## config.mk

```make
export PLATFORM = sky130hd
export DESIGN_NAME = az_frontend_top
export DESIGN_NICKNAME = d
export VERILOG_FILES = /design/src/az_pkg.sv /design/src/meas_if.sv /design/src/adc_integrator.sv /design/src/az_frontend_top.sv /design/src/az_result.sv /design/src/az_sequencer.sv
export SDC_FILE = /design/constraint.sdc
export NUM_CORES = 1
export LEC_CHECK = 0
export BUFFER_PORTS_ARGS = -buffer_cell sky130_fd_sc_hd__buf_2
export CORE_MARGIN = 2
export CORE_UTILIZATION = 60
export DETAILED_ROUTE_END_ITERATION = 10
export GPL_ROUTABILITY_DRIVEN = 0
export PLACE_DENSITY = 0.8
export SYNTH_ARGS = -nofsm -noshare
export SYNTH_HDL_FRONTEND = slang
export SYNTH_HIERARCHICAL = 1
export SYNTH_SLANG_ARGS = --single-unit
```

## constraint.sdc

```tcl
create_clock -name clk -period 6.7 [get_ports clk]
set_input_delay 1.34 -clock clk [delete_from_list [all_inputs] [get_ports clk]]
set_output_delay 1.34 -clock clk [all_outputs]
set_load 0.03 [all_outputs]
```

## src/az_pkg.sv

```systemverilog
// shared widths, switch levels and sequencer states, imported by every front end block
package az_pkg;

  //////////////////////////////
  // data widths
  //////////////////////////////

  // one digitized sample from the adc
  localparam int SAMPLE_W = 16;

  // integrator sum and auto-zeroed difference, both signed
  localparam int SUM_W = 32;

  // auto-zero mux select
  localparam int AZMUX_W = 4;

  //////////////////////////////
  // switch encodings
  //////////////////////////////

  // azmux code for the precharge output, S1 on the mux
  localparam logic [AZMUX_W-1:0] AZMUX_HI_SEL = 4'b1000;

  // precharge switch levels
  // boot shields the signal from az switch charge injection
  localparam logic SW_PC_BOOT   = 1'b0;
  localparam logic SW_PC_SIGNAL = 1'b1;

  //////////////////////////////
  // sequencer states
  //////////////////////////////

  // each switch change state is followed by its own wait state
  typedef enum logic [3:0] {
    IDLE,
    BOOT,
    BOOT_WAIT,
    HI_SETTLE,
    HI_SETTLE_WAIT,
    HI_MEAS,
    HI_WAIT,
    PROTECT,
    PROTECT_WAIT,
    LO_MEAS,
    LO_WAIT,
    SLOT_WAIT
  } az_state_t;

endpackage

```

## src/meas_if.sv

```systemverilog
// measurement handshake between the az sequencer, the integrator and the result stage
`timescale 1ns/1ps

interface meas_if;
  import az_pkg::*;

  // one cycle start pulse from the sequencer
  logic                    take_measure;
  // high for the whole hi measurement, low for lo
  logic                    phase_hi;
  // one cycle end pulse from the integrator
  logic                    measure_done;
  // integrator result, valid with measure_done
  logic signed [SUM_W-1:0] sum;
  // result stage has room for a new hi/lo pair
  logic                    slot_free;

  // sequencer side
  modport seq (
    output take_measure, phase_hi,
    input  measure_done, slot_free
  );

  // integrator side
  modport adc (input take_measure, output measure_done, sum);

  // result stage side
  modport res (
    input  measure_done, phase_hi, sum,
    output slot_free
  );

endinterface

```

## src/adc_integrator.sv

```systemverilog
// integrator that sums a fixed number of valid samples per measurement request
`timescale 1ns/1ps

module adc_integrator #(
  parameter int APERTURE_N = 16
) (
  input  logic                               clk,
  input  logic                               reset,
  input  logic signed [az_pkg::SAMPLE_W-1:0] sample,
  input  logic                               sample_valid,
  meas_if.adc                                meas
);
  import az_pkg::*;

  // counts accepted samples 0 .. APERTURE_N-1
  localparam int CNT_W = $clog2(APERTURE_N + 1);

  logic                    busy;
  logic [CNT_W-1:0]        cnt;
  logic signed [SUM_W-1:0] acc;
  logic signed [SUM_W-1:0] sample_ext;

  // sign extend to the sum width
  assign sample_ext = {{(SUM_W - SAMPLE_W){sample[SAMPLE_W-1]}}, sample};

  // acc is frozen once busy drops, so it is the result while done is high
  assign meas.sum = acc;

  //////////////////////////////
  // control
  //////////////////////////////
  always_ff @(posedge clk or posedge reset)
  begin
    if (reset)
    begin
      busy              <= 1'b0;
      cnt               <= '0;
      meas.measure_done <= 1'b0;
    end
    else
    begin
      meas.measure_done <= 1'b0;
      if (meas.take_measure)
      begin
        // new request restarts the aperture
        busy <= 1'b1;
        cnt  <= '0;
      end
      else if (busy && sample_valid)
      begin
        if (cnt == CNT_W'(APERTURE_N - 1))
        begin
          // last sample of the aperture
          busy              <= 1'b0;
          meas.measure_done <= 1'b1;
        end
        cnt <= cnt + 1'b1;
      end
    end
  end

  //////////////////////////////
  // accumulator
  //////////////////////////////
  always_ff @(posedge clk)
  begin
    if (meas.take_measure)
      acc <= '0;
    else if (busy && sample_valid)
      acc <= acc + sample_ext;
  end

endmodule

```

## src/az_frontend_top.sv

```systemverilog
// top level of the auto-zero front end, sets the timing parameters and wires the blocks
`timescale 1ns/1ps

module az_frontend_top #(
  // precharge settle interval in clocks
  parameter int PRECHARGE_N = 20,
  // valid samples per measurement
  parameter int APERTURE_N  = 16
) (
  input  logic                               clk,
  input  logic                               reset,
  input  logic [az_pkg::AZMUX_W-1:0]         azmux_lo_val,
  input  logic signed [az_pkg::SAMPLE_W-1:0] sample,
  input  logic                               sample_valid,
  output logic                               sw_pc_ctl,
  output logic [az_pkg::AZMUX_W-1:0]         azmux,
  output logic signed [az_pkg::SUM_W-1:0]    diff,
  output logic                               diff_valid,
  input  logic                               diff_ready
);

  // request, phase, done and sum shared by the three blocks
  meas_if u_meas ();

  //////////////////////////////
  // switch sequencing
  //////////////////////////////
  az_sequencer #(
    .PRECHARGE_N (PRECHARGE_N)
  ) u_seq (
    .clk          (clk),
    .reset        (reset),
    .azmux_lo_val (azmux_lo_val),
    .sw_pc_ctl    (sw_pc_ctl),
    .azmux        (azmux),
    .meas         (u_meas.seq)
  );

  //////////////////////////////
  // integration
  //////////////////////////////
  adc_integrator #(
    .APERTURE_N (APERTURE_N)
  ) u_adc (
    .clk          (clk),
    .reset        (reset),
    .sample       (sample),
    .sample_valid (sample_valid),
    .meas         (u_meas.adc)
  );

  // hi minus lo, held until the consumer takes it
  az_result u_res (
    .clk        (clk),
    .reset      (reset),
    .meas       (u_meas.res),
    .diff       (diff),
    .diff_valid (diff_valid),
    .diff_ready (diff_ready)
  );

endmodule

```

## src/az_result.sv

```systemverilog
// result stage that subtracts the lo sum from the hi sum and holds it on a valid/ready port
`timescale 1ns/1ps

module az_result (
  input  logic                             clk,
  input  logic                             reset,
  meas_if.res                              meas,
  output logic signed [az_pkg::SUM_W-1:0]  diff,
  output logic                             diff_valid,
  input  logic                             diff_ready
);
  import az_pkg::*;

  // hi sum waiting for its lo partner
  logic signed [SUM_W-1:0] hi_sum;
  logic                    hi_pending;
  logic                    lo_done;
  logic                    accept;

  assign lo_done = meas.measure_done && !meas.phase_hi && hi_pending;
  assign accept  = diff_valid && diff_ready;

  // room only when nothing is buffered at all
  // sequencer waits on this before the next hi phase
  assign meas.slot_free = !diff_valid && !hi_pending;

  //////////////////////////////
  // occupancy
  //////////////////////////////
  always_ff @(posedge clk or posedge reset)
  begin
    if (reset)
    begin
      hi_pending <= 1'b0;
      diff_valid <= 1'b0;
    end
    else
    begin
      if (meas.measure_done && meas.phase_hi)
        hi_pending <= 1'b1;
      else if (lo_done)
        hi_pending <= 1'b0;

      // a new load wins over the transfer of the old word
      if (lo_done)
        diff_valid <= 1'b1;
      else if (accept)
        diff_valid <= 1'b0;
    end
  end

  //////////////////////////////
  // data
  //////////////////////////////
  always_ff @(posedge clk)
  begin
    if (meas.measure_done && meas.phase_hi)
      hi_sum <= meas.sum;
    // diff only loads on lo_done, so it holds while waiting for ready
    if (lo_done)
      diff <= hi_sum - meas.sum;
  end

endmodule

```

## src/az_sequencer.sv

```systemverilog
// auto-zero sequencer that drives the precharge switch and azmux through hi and lo phases
`timescale 1ns/1ps

module az_sequencer #(
  parameter int PRECHARGE_N = 20
) (
  input  logic                       clk,
  input  logic                       reset,
  // lo input code for the az mux
  input  logic [az_pkg::AZMUX_W-1:0] azmux_lo_val,
  output logic                       sw_pc_ctl,
  output logic [az_pkg::AZMUX_W-1:0] azmux,
  meas_if.seq                        meas
);
  import az_pkg::*;

  // counter has to hold PRECHARGE_N, keep it at least one bit wide
  localparam int CNT_W = $clog2(PRECHARGE_N + 2);

  az_state_t  state;
  logic [CNT_W-1:0] cnt;
  // azmux sits on the precharge output while set
  logic       sel_hi;

  // lo code follows the input directly
  // it only moves while the sequencer is parked with sw_pc at boot
  assign azmux = sel_hi ? AZMUX_HI_SEL : azmux_lo_val;

  always_ff @(posedge clk or posedge reset)
  begin
    if (reset)
    begin
      state             <= IDLE;
      cnt               <= '0;
      sel_hi            <= 1'b0;
      sw_pc_ctl         <= SW_PC_BOOT;
      meas.take_measure <= 1'b0;
      meas.phase_hi     <= 1'b0;
    end
    else
    begin
      // start pulse lasts a single cycle
      meas.take_measure <= 1'b0;

      case (state)
        IDLE:
          state <= BOOT;

        //////////////////////////////
        // boot the precharge switch
        //////////////////////////////
        BOOT:
        begin
          sw_pc_ctl <= SW_PC_BOOT;
          cnt       <= CNT_W'(PRECHARGE_N);
          state     <= BOOT_WAIT;
        end

        BOOT_WAIT:
          if (cnt == '0)
            state <= HI_SETTLE;
          else
            cnt <= cnt - 1'b1;

        //////////////////////////////
        // azmux to pc out, signal still protected
        //////////////////////////////
        HI_SETTLE:
        begin
          sel_hi <= 1'b1;
          cnt    <= CNT_W'(PRECHARGE_N);
          state  <= HI_SETTLE_WAIT;
        end

        HI_SETTLE_WAIT:
          if (cnt == '0)
            state <= HI_MEAS;
          else
            cnt <= cnt - 1'b1;

        // release precharge switch and start hi integration
        HI_MEAS:
        begin
          sw_pc_ctl         <= SW_PC_SIGNAL;
          meas.phase_hi     <= 1'b1;
          meas.take_measure <= 1'b1;
          state             <= HI_WAIT;
        end

        // aperture length varies with sample_valid gaps
        HI_WAIT:
          if (meas.measure_done)
            state <= PROTECT;

        //////////////////////////////
        // back to boot before azmux moves
        //////////////////////////////
        PROTECT:
        begin
          sw_pc_ctl <= SW_PC_BOOT;
          cnt       <= CNT_W'(PRECHARGE_N);
          state     <= PROTECT_WAIT;
        end

        PROTECT_WAIT:
          if (cnt == '0)
            state <= LO_MEAS;
          else
            cnt <= cnt - 1'b1;

        // azmux to lo input and start lo integration
        LO_MEAS:
        begin
          sel_hi            <= 1'b0;
          meas.phase_hi     <= 1'b0;
          meas.take_measure <= 1'b1;
          state             <= LO_WAIT;
        end

        LO_WAIT:
          if (meas.measure_done)
            state <= SLOT_WAIT;

        // hold at lo with pc at boot until the result stage has room
        SLOT_WAIT:
          if (meas.slot_free)
            state <= HI_SETTLE;

        default:
          state <= IDLE;
      endcase
    end
  end

endmodule

```

==> impl_metrics.prom <==
# TYPE chip_impl_metric gauge
chip_impl_metric{name="synth-adder-area-share",unit="%"} 11.0
chip_impl_info{name="synth.most_common_cell",value="nand2_1"} 1
chip_impl_metric{name="worst_path_largest_cell_delay",unit="ps"} 400
chip_impl_metric{name="maximum_resistive_drop_on_vdd",unit="mV"} 0.164
chip_impl_metric{name="number_of_h_tree_branching_levels",unit=""} 4
chip_impl_metric{name="hold_viol",unit=""} 0
chip_impl_metric{name="number_of_buffers_inserted_by_hold_repair_at_cts",unit=""} 0
chip_impl_metric{name="initial_antenna_violation_count",unit=""} 0
chip_impl_metric{name="power_frac_clock",unit="%"} 38.9
chip_impl_metric{name="drt-vias-per-instance",unit=""} 6.16
chip_impl_metric{name="postLayoutCellArea",unit="µm²"} 8780
chip_impl_info{name="critical_path.cell_chain",value="buf_2, ha_1, a21o_1, a31oi_1, nor2_1, a211oi_1, mux2_2, a311oi_2, mux2_1"} 1
chip_impl_metric{name="pwr-share-comb",unit="%"} 26.4
chip_impl_info{name="critPathSlowestCell",value="mux2_2"} 1
chip_impl_metric{name="synth.area.mux_share",unit="%"} 1.08
chip_impl_metric{name="drive_gt1_share",unit="%"} 14.5
chip_impl_info{name="yosys.area.top_type",value="edfxtp_1"} 1
chip_impl_metric{name="finalNetCount",unit=""} 969
chip_impl_metric{name="first_global_vias",unit=""} 6358
chip_impl_metric{name="clockBufferDepth",unit=""} 2
chip_impl_metric{name="totalPowerFinal",unit="mW"} 2.47
chip_impl_metric{name="routed_wirelength",unit="µm"} 17900
chip_impl_metric{name="peak_clock_frequency_supported_by_timing",unit="MHz"} 274
chip_impl_metric{name="clock_insertion_delay_worst_skew",unit="ps"} 420
chip_impl_info{name="synth_flop_cell",value="edfxtp_1"} 1
chip_impl_metric{name="cp_data_required_time",unit="ps"} 7010
chip_impl_metric{name="slew_viol_final",unit=""} 0
chip_impl_metric{name="drtPass1Iterations",unit=""} 5
chip_impl_info{name="grt_busiest_layer",value="met2"} 1
chip_impl_info{name="worst_setup_path_end_kind",value="flop"} 1
chip_impl_metric{name="placementRows",unit=""} 41
chip_impl_metric{name="internal_power",unit="mW"} 1.73
chip_impl_metric{name="setup_viol_count_final",unit=""} 0
chip_impl_metric{name="power_switching_share",unit="%"} 30.1
chip_impl_metric{name="start_util",unit="%"} 61.5
chip_impl_metric{name="post_synth_xor_area_fraction",unit="%"} 5.87
chip_impl_info{name="synth_top_cells_by_area",value="edfxtp_1, ha_1, dfxtp_1, dfrtp_1, a21oi_1"} 1
chip_impl_metric{name="synth_fp_nets",unit=""} 913
chip_impl_metric{name="synth_enable_flop_cells",unit=""} 64
chip_impl_metric{name="portBuffers",unit=""} 61
chip_impl_info{name="crit_path_start_kind",value="input port"} 1
chip_impl_metric{name="number_of_antenna_repair_diodes",unit=""} 0
chip_impl_metric{name="die_y",unit="µm"} 118
chip_impl_metric{name="timing_worst_slew_pin_value",unit="ps"} 1220
chip_impl_metric{name="grt.met1_usage",unit="%"} 32.2
chip_impl_info{name="synth_common_cells",value="nand2_1, a21oi_1, ha_1, edfxtp_1, inv_1"} 1
chip_impl_metric{name="detailroute.via_count",unit=""} 6543
chip_impl_metric{name="netlist_area_pre_place",unit="µm²"} 7760
chip_impl_metric{name="io_pins",unit=""} 62
chip_impl_metric{name="arrival",unit="ps"} 3960
chip_impl_metric{name="grt_overflow_total",unit=""} 0
chip_impl_metric{name="met2_use_gr",unit="%"} 42.9
chip_impl_info{name="cts-root-buf",value="clkbuf_16"} 1
chip_impl_metric{name="cts_made_buffers",unit=""} 17
chip_impl_metric{name="postSynthRegisterBits",unit=""} 118
chip_impl_metric{name="gr-usage-met3",unit="%"} 6.40
chip_impl_info{name="cts_tree",value="built"} 1
chip_impl_metric{name="post_synth_inst_count",unit=""} 822
chip_impl_metric{name="timing.setup.tns",unit="ps"} 0
chip_impl_metric{name="cts.sinks",unit=""} 118
chip_impl_metric{name="cts.reportedPaths.clkPinSlew",unit="ps"} 50
chip_impl_info{name="hp-class",value="reg2reg"} 1
chip_impl_metric{name="post_synth_and_or_nand_nor_area_fraction",unit="%"} 14.7
chip_impl_metric{name="netSwitchingPower",unit="µW"} 744
chip_impl_metric{name="wire_length_of_the_first_global_routing_pass",unit="µm"} 29600
chip_impl_metric{name="place_area",unit="µm²"} 8160
chip_impl_metric{name="period_needed",unit="ps"} 3650
chip_impl_metric{name="place.detailed.hpwl",unit="µm"} 12500
chip_impl_metric{name="routedWlPerCell",unit="µm"} 16.8
chip_impl_metric{name="p_seq_share",unit="%"} 34.7
chip_impl_metric{name="p_leak",unit="nW"} 3.75
chip_impl_metric{name="drt.antenna.violating_nets",unit=""} 0
chip_impl_metric{name="fin_crit_sh",unit="%"} 54.5
chip_impl_metric{name="synthesis.area_per_instance",unit="µm²"} 9.44
chip_impl_metric{name="grt_max_degree",unit=""} 33
chip_impl_metric{name="placeableCoreArea",unit="µm²"} 12600
chip_impl_metric{name="flow.area_growth_from_synthesis",unit="%"} 13.2
chip_impl_metric{name="power-per-cell-area",unit="nW/µm²"} 281
chip_impl_metric{name="maxSlewHeadroom",unit="%"} 18.5
chip_impl_info{name="outcome",value="finished, final reports clean"} 1
chip_impl_info{name="rsz0062_at_grt",value="no"} 1
chip_impl_metric{name="synth-compound-area-share",unit="%"} 22.4
chip_impl_metric{name="ys_async_sr_fraction",unit="%"} 18.6
chip_impl_metric{name="ys_types",unit=""} 86
chip_impl_metric{name="sequential_cell_area_fraction_in_the_yosys_report",unit="%"} 40.1
chip_impl_metric{name="maxcap_violations",unit=""} 0
chip_impl_metric{name="timing.clock.skew",unit="ps"} 6.93
chip_impl_metric{name="critPathMaxFanout",unit=""} 18
chip_impl_metric{name="fp.dieArea",unit="µm²"} 13900
chip_impl_metric{name="yosys_warnings",unit=""} 6
chip_impl_metric{name="cts_resized",unit=""} 0
chip_impl_metric{name="yosysTopAreaCellShare",unit="%"} 24.8
chip_impl_info{name="dominant_combinational_cell_family_by_area_after_synthesis",value="compound AO/OA/AOI/OAI gates"} 1
chip_impl_metric{name="drt_iter0_drc",unit=""} 756
chip_impl_metric{name="dr_drc_count",unit=""} 0
chip_impl_metric{name="grt.total_usage",unit="%"} 26.2
chip_impl_info{name="critPathKind",value="in2reg"} 1
chip_impl_metric{name="die-width",unit="µm"} 118
chip_impl_metric{name="post_cts_buffers",unit=""} 0
-- layer usage --
layer	wire length, µm	vias to the layer above
met5	0	-
met4	807	0
met3	1150	77
met2	8410	318
met1	7490	3034
li1	-	3114
-- power by group through the flow --
stage / logic [mW] / clock network [mW] / registers [mW]
floorplan: 0.510 / 0 / 0.854
global placement: 0.592 / 0 / 0.867
detailed placement: 0.619 / 0 / 0.871
CTS: 0.632 / 0.973 / 0.856
global route: 0.713 / 1.00 / 0.862
finish: 0.652 / 0.962 / 0.858
-- cell type report --
| class | instances | area, µm² |
|---|---|---|
| inverter | 60 | 225 |
| sequential | 118 | 3110 |
| tap | 172 | 215 |
| multi-input combinational | 617 | 4280 |
| clock buffer | 22 | 474 |
| timing repair buffer | 64 | 328 |
| fill | 909 | 3840 |
| clock inverter | 9 | 149 |
-- registers in the layout, summed over array words and instances (netlist names) --
signal                   cells
u_res/hi_sum                32
u_res/diff                  32
u_adc/busy                   1
u_res/diff_valid             1
u_seq/meas.phase_hi          1
u_seq/state                  4
u_seq/meas.take_measure      1
u_seq/sel_hi                 1
u_res/hi_pending             1
u_adc/meas.measure_done      1
u_seq/sw_pc_ctl              1
u_seq/cnt                    5
u_adc/meas.sum              32
u_adc/cnt                    5
-- path summary, 6_finish.rpt --
kind | start | end | slack (ps) | depth (start not counted)
max | sample[15] | u_adc/meas.sum[31] | 3050 | 9
min | u_seq/sw_pc_ctl | u_seq/sw_pc_ctl | 490 | 2
max reg2reg | u_adc/meas.sum[0] | u_adc/meas.sum[26] | 3850 | 9
min reg2reg | u_seq/sw_pc_ctl | u_seq/sw_pc_ctl | 490 | 2
max in group asynchronous | reset | u_seq/state[2] | 5410 | 2
min in group asynchronous | reset | u_res/diff_valid | 780 | 2
-- critical path: cells and delay by family --
kind / cells / cell delay [ps]
adders and majority gates: 1 / 390
buffers and inverters: 1 / 330
AOI/OAI and AO/OA: 4 / 1070
muxes: 2 / 740
and+or+nand+nor: 1 / 100
-- placed cells by master (no fill, tap or decap), types with 11 or more instances in the layout --
cell type   n
a211oi_1   14
buf_2      61
o21ai_0    38
o21a_1     11
xor2_1     20
clkbuf_16  17
nand3_1    14
a21oi_1    85
nor2_1     56
dfxtp_1    32
nand2_1    87
inv_1      59
o21ai_1    13
dfrtp_1    22
nand4_1    14
nor2b_1    13
edfxtp_1   64
ha_1       65
a21o_1     28
xnor2_1    32
-- cells by family (layout without fill, tap and decap cells) --
logic type	count (synthesis)	in the layout
flip-flops	118	118
adder cells (fa/ha/maj)	67	67
AO/OA/AOI/OAI	255	255
XOR/XNOR	52	52
buffers and inverters	87	155
multiplexers	8	8
AND/OR/NAND/NOR	235	235
-- per-stage QoR --
stage	hold WS [ps]	setup slack, ps	cells	utilization, %
after floorplan	448	3170	822	-
after global placement	468	2790	1031	64.7
after detailed placement	482	2740	1031	64.7
after CTS	492	3150	1062	69.6
after global routing	518	2970	1062	69.6
final	491	3050	1062	69.6
No activity file was read; power rests on OpenSTA's default activity.
